### src/common/harness_pkg.sv
// External device harness package
// Bus widths, bus word types and default sizes shared by the harness blocks

package harness_pkg;

  // OBI bus geometry
  localparam int unsigned DATA_WIDTH = 32;
  localparam int unsigned ADDR_WIDTH = 32;
  localparam int unsigned BE_WIDTH   = DATA_WIDTH / 8;

  typedef logic [DATA_WIDTH-1:0] data_t;
  typedef logic [ADDR_WIDTH-1:0] addr_t;
  typedef logic [BE_WIDTH-1:0]   be_t;

  // Slow memory size in words
  localparam int unsigned DEFAULT_MEM_WORDS = 128;

  // Entries in each of the OBI request and response queues
  localparam int unsigned DEFAULT_FIFO_DEPTH = 2;

  // Cycles from switch request to acknowledge
  localparam int unsigned DEFAULT_SWITCH_ACK_LATENCY = 15;

  // Rising GPIO edges per output toggle
  localparam int unsigned DEFAULT_CNT_MAX = 2048;

endpackage

### src/slow_mem/obi_fifo.sv
// OBI request/response FIFO
// Queues requests ahead of the slow memory and returns responses in order
`timescale 1ns/10ps

module obi_fifo #(
  parameter int unsigned FIFO_DEPTH = harness_pkg::DEFAULT_FIFO_DEPTH
) (
  input  logic               clk_i,
  input  logic               rst_n_i,
  input  logic               obi_req_i,
  input  logic               obi_we_i,
  input  harness_pkg::addr_t obi_addr_i,
  input  harness_pkg::be_t   obi_be_i,
  input  harness_pkg::data_t obi_wdata_i,
  output logic               obi_gnt_o,
  output logic               obi_rvalid_o,
  output harness_pkg::data_t obi_rdata_o,
  output logic               mem_req_o,
  output logic               mem_we_o,
  output harness_pkg::addr_t mem_addr_o,
  output harness_pkg::be_t   mem_be_o,
  output harness_pkg::data_t mem_wdata_o,
  input  logic               mem_gnt_i,
  input  harness_pkg::data_t mem_rdata_i,
  input  logic               mem_rvalid_i
);

  localparam int unsigned PTR_W = (FIFO_DEPTH > 1) ? $clog2(FIFO_DEPTH) : 1;
  localparam int unsigned CNT_W = $clog2(FIFO_DEPTH + 1);

  // Request queue payload
  logic               req_we_q    [FIFO_DEPTH];
  harness_pkg::addr_t req_addr_q  [FIFO_DEPTH];
  harness_pkg::be_t   req_be_q    [FIFO_DEPTH];
  harness_pkg::data_t req_wdata_q [FIFO_DEPTH];
  harness_pkg::data_t resp_data_q [FIFO_DEPTH];

  logic [PTR_W-1:0] req_wptr, req_rptr, resp_wptr, resp_rptr;
  logic [CNT_W-1:0] req_cnt, resp_cnt, out_cnt;
  logic             req_push, req_pop, resp_pop;

  function automatic logic [PTR_W-1:0] ptr_next(input logic [PTR_W-1:0] ptr);
    if (ptr == PTR_W'(FIFO_DEPTH - 1)) return '0;
    return ptr + PTR_W'(1);
  endfunction

  assign obi_gnt_o = obi_req_i && (req_cnt < CNT_W'(FIFO_DEPTH));
  assign req_push  = obi_req_i && obi_gnt_o;

  // Issue only with a response slot reserved for the answer
  assign mem_req_o   = (req_cnt != '0) && (out_cnt < CNT_W'(FIFO_DEPTH));
  assign mem_we_o    = req_we_q[req_rptr];
  assign mem_addr_o  = req_addr_q[req_rptr];
  assign mem_be_o    = req_be_q[req_rptr];
  assign mem_wdata_o = req_wdata_q[req_rptr];
  assign req_pop     = mem_req_o && mem_gnt_i;

  assign obi_rvalid_o = (resp_cnt != '0);
  assign obi_rdata_o  = resp_data_q[resp_rptr];
  assign resp_pop     = obi_rvalid_o;

  always_ff @(posedge clk_i) begin
    if (req_push) begin
      req_we_q[req_wptr]    <= obi_we_i;
      req_addr_q[req_wptr]  <= obi_addr_i;
      req_be_q[req_wptr]    <= obi_be_i;
      req_wdata_q[req_wptr] <= obi_wdata_i;
    end
    if (mem_rvalid_i) begin
      resp_data_q[resp_wptr] <= mem_rdata_i;
    end
  end

  always_ff @(posedge clk_i or negedge rst_n_i) begin
    if (!rst_n_i) begin
      req_wptr  <= '0;
      req_rptr  <= '0;
      req_cnt   <= '0;
      resp_wptr <= '0;
      resp_rptr <= '0;
      resp_cnt  <= '0;
      out_cnt   <= '0;
    end else begin
      if (req_push) req_wptr <= ptr_next(req_wptr);
      if (req_pop) req_rptr <= ptr_next(req_rptr);
      if (req_push && !req_pop) req_cnt <= req_cnt + CNT_W'(1);
      else if (!req_push && req_pop) req_cnt <= req_cnt - CNT_W'(1);

      if (mem_rvalid_i) resp_wptr <= ptr_next(resp_wptr);
      if (resp_pop) resp_rptr <= ptr_next(resp_rptr);
      if (mem_rvalid_i && !resp_pop) resp_cnt <= resp_cnt + CNT_W'(1);
      else if (!mem_rvalid_i && resp_pop) resp_cnt <= resp_cnt - CNT_W'(1);

      // In flight from memory grant until the response leaves
      if (req_pop && !resp_pop) out_cnt <= out_cnt + CNT_W'(1);
      else if (!req_pop && resp_pop) out_cnt <= out_cnt - CNT_W'(1);
    end
  end

endmodule

### src/slow_mem/slow_memory.sv
// Slow word memory on an OBI port
// LFSR-driven wait states before each grant, read data one cycle after grant
`timescale 1ns/10ps

module slow_memory #(
  parameter int unsigned MEM_WORDS = harness_pkg::DEFAULT_MEM_WORDS
) (
  input  logic               clk_i,
  input  logic               rst_n_i,
  input  logic               mem_req_i,
  input  logic               mem_we_i,
  input  harness_pkg::addr_t mem_addr_i,
  input  harness_pkg::be_t   mem_be_i,
  input  harness_pkg::data_t mem_wdata_i,
  output logic               mem_gnt_o,
  output harness_pkg::data_t mem_rdata_o,
  output logic               mem_rvalid_o
);

  localparam int unsigned IDX_W = (MEM_WORDS > 1) ? $clog2(MEM_WORDS) : 1;

  harness_pkg::data_t mem_q [MEM_WORDS];

  logic [IDX_W-1:0] word_idx;
  logic [3:0]       lfsr_q;
  logic [1:0]       wait_q;
  logic             grant;

  // Word address above the byte offset
  assign word_idx  = mem_addr_i[IDX_W+1:2];
  assign grant     = mem_req_i && (wait_q == 2'd0);
  assign mem_gnt_o = grant;

  always_ff @(posedge clk_i or negedge rst_n_i) begin
    if (!rst_n_i) begin
      lfsr_q       <= 4'b1001;
      wait_q       <= 2'd0;
      mem_rvalid_o <= 1'b0;
    end else begin
      mem_rvalid_o <= grant;
      if (grant) begin
        // x^4 + x^3 + 1, next wait drawn from the low bits
        lfsr_q <= {lfsr_q[2:0], lfsr_q[3] ^ lfsr_q[2]};
        wait_q <= lfsr_q[1:0];
      end else if (mem_req_i) begin
        wait_q <= wait_q - 2'd1;
      end
    end
  end

  always_ff @(posedge clk_i) begin
    if (grant) begin
      mem_rdata_o <= mem_q[word_idx];
      if (mem_we_i) begin
        for (int b = 0; b < harness_pkg::BE_WIDTH; b++) begin
          if (mem_be_i[b]) mem_q[word_idx][b*8 +: 8] <= mem_wdata_i[b*8 +: 8];
        end
      end
    end
  end

endmodule

### src/verilog/power_switch_model.sv
// Power-switch cell model
// Returns each domain's switch request as its acknowledge after a fixed delay
`timescale 1ns/10ps

module power_switch_model #(
  parameter int unsigned SWITCH_ACK_LATENCY = harness_pkg::DEFAULT_SWITCH_ACK_LATENCY,
  parameter int unsigned NUM_DOMAINS        = 4
) (
  input  logic                   clk_i,
  input  logic                   rst_n_i,
  input  logic [NUM_DOMAINS-1:0] switch_n_i,
  output logic [NUM_DOMAINS-1:0] switch_ack_n_o
);

  // One stage per cycle of latency, all domains side by side
  logic [NUM_DOMAINS-1:0] ack_pipe_q [SWITCH_ACK_LATENCY];

  always_ff @(posedge clk_i or negedge rst_n_i) begin
    if (!rst_n_i) begin
      for (int i = 0; i < SWITCH_ACK_LATENCY; i++) begin
        ack_pipe_q[i] <= '1;
      end
    end else begin
      ack_pipe_q[0] <= switch_n_i;
      for (int i = 1; i < SWITCH_ACK_LATENCY; i++) begin
        ack_pipe_q[i] <= ack_pipe_q[i-1];
      end
    end
  end

  assign switch_ack_n_o = ack_pipe_q[SWITCH_ACK_LATENCY-1];

endmodule

### src/verilog/gpio_cnt.sv
// GPIO edge counter
// Counts rising edges on gpio_i and toggles gpio_o each time the count wraps
`timescale 1ns/10ps

module gpio_cnt #(
  parameter int unsigned CNT_MAX = harness_pkg::DEFAULT_CNT_MAX
) (
  input  logic clk_i,
  input  logic rst_n_i,
  input  logic gpio_i,
  output logic gpio_o
);

  localparam int unsigned CNT_W = (CNT_MAX > 1) ? $clog2(CNT_MAX) : 1;

  logic             gpio_q, gpio_prev_q, rise;
  logic [CNT_W-1:0] cnt_q;

  assign rise = gpio_q && !gpio_prev_q;

  always_ff @(posedge clk_i or negedge rst_n_i) begin
    if (!rst_n_i) begin
      gpio_q      <= 1'b0;
      gpio_prev_q <= 1'b0;
      cnt_q       <= '0;
      gpio_o      <= 1'b0;
    end else begin
      gpio_q      <= gpio_i;
      gpio_prev_q <= gpio_q;
      if (rise) begin
        if (cnt_q == CNT_W'(CNT_MAX - 1)) begin
          cnt_q  <= '0;
          gpio_o <= !gpio_o;
        end else begin
          cnt_q <= cnt_q + CNT_W'(1);
        end
      end
    end
  end

endmodule

### src/verilog/ext_harness.sv
// External device harness
// Slow OBI memory behind a FIFO, power-switch acknowledge model and GPIO counter
`timescale 1ns/10ps

module ext_harness #(
  parameter int unsigned MEM_WORDS          = harness_pkg::DEFAULT_MEM_WORDS,
  parameter int unsigned FIFO_DEPTH         = harness_pkg::DEFAULT_FIFO_DEPTH,
  parameter int unsigned SWITCH_ACK_LATENCY = harness_pkg::DEFAULT_SWITCH_ACK_LATENCY,
  parameter int unsigned NUM_DOMAINS        = 4,
  parameter int unsigned CNT_MAX            = harness_pkg::DEFAULT_CNT_MAX
) (
  input  logic                   clk_i,
  input  logic                   rst_n_i,
  input  logic                   obi_req_i,
  input  logic                   obi_we_i,
  input  harness_pkg::addr_t     obi_addr_i,
  input  harness_pkg::be_t       obi_be_i,
  input  harness_pkg::data_t     obi_wdata_i,
  output logic                   obi_gnt_o,
  output logic                   obi_rvalid_o,
  output harness_pkg::data_t     obi_rdata_o,
  input  logic [NUM_DOMAINS-1:0] switch_n_i,
  output logic [NUM_DOMAINS-1:0] switch_ack_n_o,
  input  logic                   gpio_i,
  output logic                   gpio_o
);

  // FIFO to slow memory
  logic               mem_req;
  logic               mem_we;
  harness_pkg::addr_t mem_addr;
  harness_pkg::be_t   mem_be;
  harness_pkg::data_t mem_wdata;
  logic               mem_gnt;
  harness_pkg::data_t mem_rdata;
  logic               mem_rvalid;

  obi_fifo #(
    .FIFO_DEPTH(FIFO_DEPTH)
  ) obi_fifo_i (
    .clk_i       (clk_i),
    .rst_n_i     (rst_n_i),
    .obi_req_i   (obi_req_i),
    .obi_we_i    (obi_we_i),
    .obi_addr_i  (obi_addr_i),
    .obi_be_i    (obi_be_i),
    .obi_wdata_i (obi_wdata_i),
    .obi_gnt_o   (obi_gnt_o),
    .obi_rvalid_o(obi_rvalid_o),
    .obi_rdata_o (obi_rdata_o),
    .mem_req_o   (mem_req),
    .mem_we_o    (mem_we),
    .mem_addr_o  (mem_addr),
    .mem_be_o    (mem_be),
    .mem_wdata_o (mem_wdata),
    .mem_gnt_i   (mem_gnt),
    .mem_rdata_i (mem_rdata),
    .mem_rvalid_i(mem_rvalid)
  );

  slow_memory #(
    .MEM_WORDS(MEM_WORDS)
  ) slow_ram_i (
    .clk_i       (clk_i),
    .rst_n_i     (rst_n_i),
    .mem_req_i   (mem_req),
    .mem_we_i    (mem_we),
    .mem_addr_i  (mem_addr),
    .mem_be_i    (mem_be),
    .mem_wdata_i (mem_wdata),
    .mem_gnt_o   (mem_gnt),
    .mem_rdata_o (mem_rdata),
    .mem_rvalid_o(mem_rvalid)
  );

  power_switch_model #(
    .SWITCH_ACK_LATENCY(SWITCH_ACK_LATENCY),
    .NUM_DOMAINS       (NUM_DOMAINS)
  ) power_switch_model_i (
    .clk_i         (clk_i),
    .rst_n_i       (rst_n_i),
    .switch_n_i    (switch_n_i),
    .switch_ack_n_o(switch_ack_n_o)
  );

  gpio_cnt #(
    .CNT_MAX(CNT_MAX)
  ) gpio_cnt_i (
    .clk_i  (clk_i),
    .rst_n_i(rst_n_i),
    .gpio_i (gpio_i),
    .gpio_o (gpio_o)
  );

endmodule

### config.mk
export PLATFORM = sky130hd
export DESIGN_NAME = ext_harness
export DESIGN_NICKNAME = d
export VERILOG_FILES = /design/src/common/harness_pkg.sv /design/src/slow_mem/obi_fifo.sv /design/src/slow_mem/slow_memory.sv /design/src/verilog/power_switch_model.sv /design/src/verilog/gpio_cnt.sv /design/src/verilog/ext_harness.sv
export SDC_FILE = /design/constraint.sdc
export NUM_CORES = 2
export LEC_CHECK = 0
export BUFFER_PORTS_ARGS = -buffer_cell sky130_fd_sc_hd__buf_2
export CAP_MARGIN = 20
export CELL_PAD_IN_SITES_DETAIL_PLACEMENT = 1
export CELL_PAD_IN_SITES_GLOBAL_PLACEMENT = 2
export CORE_MARGIN = 4
export CORE_UTILIZATION = 51
export CTS_CLUSTER_DIAMETER = 80
export DETAILED_ROUTE_END_ITERATION = 16
export PLACE_DENSITY_LB_ADDON = 0.1
export SLEW_MARGIN = 20
export SYNTH_ARGS = -nofsm -noshare
export SYNTH_HDL_FRONTEND = slang
export SYNTH_MEMORY_MAX_BITS = 65536
export SYNTH_SLANG_ARGS = --single-unit
### constraint.sdc
create_clock -name clk_i -period 6.5 [get_ports clk_i]
set_clock_uncertainty 0.05 [all_clocks]
set_input_delay 0.325 -clock clk_i [delete_from_list [all_inputs] [get_ports clk_i]]
set_output_delay 0.325 -clock clk_i [all_outputs]
set_load 0.1 [all_outputs]
==> summary.md <==
| Metric | Value |
|---|---|
| Yosys cell types | `65` |
| Post-DP Area | `0.171 mm2` |
| DR WL met2 | `251 mm` |
| Nets | `10400` |
| Hold Crit Class | `in2reg` |
| Number of flops mapped to enable cells by yosys | `4280` |
| YS warnings | `0` |
| Largest net degree at the start of global routing | `134` |
| Area Overhead vs Synth | `12.3%` |
| Flip-flop and latch area | `0.131 mm2` |
| P per Cell Area | `404 mW/mm2` |
| Clock transition at path regs | `0.06 ns` |
| DP HPWL | `294 mm` |
| DRC | `0` |
| Placer Congestion | `0.812` |
| GR Util All Layers | `0.304` |
| Fin. Hold Viols | `0` |
| Data required, critical path | `7.06 ns` |
| Post-layout instance area | `0.186 mm2` |
| H-tree levels | `5` |
| Initial antenna violation count | `24` |
| Status | `complete, no violations` |
| CTS tree | `built` |
| Die W | `578 um` |
| I/O Buffers | `90` |
| Register area share after synthesis | `0.790` |
| Kind of end point of the critical path | `register` |
| Fillers | `28900` |
| Global-route wire length before repair | `741 mm` |
| Top Layer Used | `met5` |
| Antenna-violating nets left | `0` |
| GRT overflow | `0` |
| CP arrival | `5.38 ns` |
| Share of the synthesized area in the top cell type | `0.776` |
| Drt pass-1 iters | `7` |
| Synth Cell Area | `0.166 mm2` |
| Fin Setup TNS | `0 ns` |
| Worst skew pair latency | `0.98 ns` |
| Crit-path cells | `and4b_1 -> or2_4 -> buf_12 -> a22oi_1 -> a31oi_1 -> o41ai_1 -> nand4_1` |
| Worst slew pin tran | `1.25 ns` |
| Vias | `99900` |
| Post-CTS Setup Bufs | `0` |
| Most common cell in the netlist | `edfxtp_1` |
| Mean Syn Cell Area | `16.1 um2` |
| WL/cell | `34.5 um` |
| Max Cap Viol | `0` |
| Multi-input gate area | `0.0315 mm2` |
| Die area | `0.334 mm2` |
| CTS Buf Count | `447` |
| Die H | `578 um` |
| Clock Sinks | `4371` |
| Max VDD drop | `0.538 mV` |
| Clock Tree Buf Depth | `4` |
| CP Class | `reg2reg` |
| Metal-1 WL | `208 mm` |
| Tmin final | `4.81 ns` |
| Top FF cell, synth | `edfxtp_1` |
| Number of synthesized register bits | `4371` |
| Vias in the first global route | `102000` |
| Slowest-stage cell, CP | `o41ai_1` |
| Core footprint | `0.322 mm2` |
| Post-synth top area cell | `edfxtp_1` |
| Synth area leaders | `edfxtp_1 (78%), o21ai_0 (6.0%), a22oi_1 (4.6%)` |
| Slew HR | `0.157` |
| Vias per cell | `6.68` |
| # setup viols final | `0` |
| Synth Instances | `10300` |
| RSZ-0062 raised after global routing | `false` |
| Critical path buffers and inverters | `1` |
| Mapped Nets | `10300` |
| Std cell rows | `208` |
| Worst path max stage delay | `1.09 ns` |
| Share of cells above drive strength 1 | `0.110` |
| Period utilization | `0.741` |
| Fin. max-slew vios | `0` |
| Launching element type of the critical path | `register` |
| Commonest cells in the netlist | `edfxtp_1 (4280), o21ai_0 (1992), a22oi_1 (1013)` |
| WL met3 | `38.3 mm` |
| Root buffer cell | `clkbuf_16` |
| Leak | `0.0542 uW` |
| Fmax | `208 MHz` |
| Starting density of the core | `0.514` |
| Crit Path Max Fanout | `102` |
| Ys async rst share | `0.0208` |
| Top cell family by delay on the critical path | `compound AO/OA/AOI/OAI gates` |
| Drt total wl | `516 mm` |
| Initial DRC count | `10900` |
| I/O pin cnt | `116` |
| Final Util | `0.577` |
-- layout make-up --
type | instances | area share
Antenna cell | 3 | 0.0000404
Clock buffer | 554 | 0.0641
Clock inverter | 262 | 0.0126
Inverter | 9 | 0.000182
Multi-Input combinational cell | 5042 | 0.170
Sequential cell | 4371 | 0.704
Tap cell | 4305 | 0.0290
Timing Repair Buffer | 410 | 0.0202
-- through the flow --
step	std cells	total power (uW)	worst slack (ns)	hold slack, ns
5_1_grt	15000	77400	1.71	0.0237
3_5_place_dp	14100	50200	1.95	0.297
6_report	15000	75000	1.69	0.0761
3_3_place_gp	14100	49700	1.93	0.296
2_1_floorplan	10300	43100	3.36	-0.0206
4_1_cts	15000	75300	1.92	0.00167
-- worst reg2reg max path, delay by kind of cell (launching register included) --
| family | cells | cell delay (ns) |
|---|---|---|
| buf+inv | 1 | 0.34 |
| flops | 1 | 0.90 |
| simple gates | 3 | 1.29 |
| compound gates | 3 | 1.89 |
-- registers in the layout (all words and copies together), names as in the netlist, 2 cells and up --
| register | cells |
|---|---|
| slow_ram_i.lfsr_q | 4 |
| obi_fifo_i.req_cnt | 2 |
| obi_fifo_i.req_we_q | 2 |
| obi_fifo_i.resp_cnt | 2 |
| gpio_cnt_i.cnt_q | 11 |
| power_switch_model_i.switch_ack_n_o | 4 |
| obi_fifo_i.req_wdata_q | 64 |
| obi_fifo_i.req_be_q | 8 |
| obi_fifo_i.req_addr_q | 14 |
| slow_ram_i.mem_rdata_o | 32 |
| obi_fifo_i.out_cnt | 2 |
| slow_ram_i.mem_q | 4096 |
| slow_ram_i.wait_q | 2 |
| power_switch_model_i.ack_pipe_q | 56 |
| obi_fifo_i.resp_data_q | 64 |
-- power by group --
group,total (uW),switching [uW],internal [uW]
Sequential,34900,401,34500
Combinational,14800,11600,3240
Clock,25300,10700,14600
-- cell families (layout without fill, tap and decap cells) --
group,count (synthesis),in the layout,share of synthesized area
adders and majority gates,5,5,0.000378
and+or+nand+nor,1214,1214,0.0445
DFF,4371,4371,0.790
AOI/OAI and AO/OA,3699,3699,0.135
muxes,103,103,0.00673
other,0,3,0
xor gates and xnor gates,21,21,0.00111
buffers and inverters,854,1235,0.0222
-- path summary, 6_finish.rpt --
check                                                    start                                   to  slack [ns]  cells past startpoint
max in group asynchronous                              rst_n_i                 obi_fifo_i.resp_rptr        5.33                      3
setup reg to reg                           obi_fifo_i.req_rptr            slow_ram_i.mem_rdata_o[6]        1.69                      7
min in group asynchronous                              rst_n_i   power_switch_model_i.ack_pipe_q[6]        0.12                      2
setup / recovery                           obi_fifo_i.req_rptr            slow_ram_i.mem_rdata_o[6]        1.69                      7
hold reg to reg            power_switch_model_i.ack_pipe_q[56]  power_switch_model_i.ack_pipe_q[52]        0.30                      0
hold / removal                                 obi_wdata_i[28]        obi_fifo_i.req_wdata_q[0][28]        0.08                      2
-- metal layers --
layer,vias up,global-route usage
met5,-,0
met4,2,0.0965
met2,4265,0.496
li1,41700,-
met3,826,0.0463
met1,53200,0.425
-- what timing repair did --
item                      in CTS  in global routing
resized for setup              0                  0
hold buffers                  68                  0
hold endpoints to repair     164                  0
-- placed cells by master, fill, tap and decap left out, types with 5 or more instances in the layout --
cell type / netlist / routed
edfxtp_1: 4280 / 4280
o21ai_0: 1992 / 1992
a22oi_1: 1013 / 1012
nor2_1: 534 / 532
a31oi_1: 503 / 503
and4_1: 499 / 499
clkbuf_16: 0 / 457
buf_4: 17 / 194
o41ai_1: 126 / 106
clkinv_1: 0 / 105
clkinv_2: 0 / 90
buf_2: 116 / 89
clkbuf_1: 657 / 85
nand2_1: 91 / 77
dlygate4sd3_1: 0 / 68
dfstp_2: 62 / 62
buf_12: 0 / 58
bufinv_16: 0 / 42
nand4_1: 36 / 36
mux2_2: 67 / 35
mux2i_1: 36 / 35
mux2_4: 0 / 31
dfrtp_1: 29 / 27
o41ai_2: 1 / 21
o22ai_1: 18 / 17
nand2_2: 0 / 14
clkinvlp_4: 0 / 13
o21ai_1: 13 / 12
xor2_1: 12 / 12
clkbuf_8: 0 / 12
xnor2_1: 9 / 9
inv_1: 9 / 8
nand3_1: 7 / 7
nor2b_1: 8 / 6
inv_6: 0 / 6
nand2b_1: 5 / 5
ha_1: 5 / 5
No activity file was read; power rests on OpenSTA's default activity.
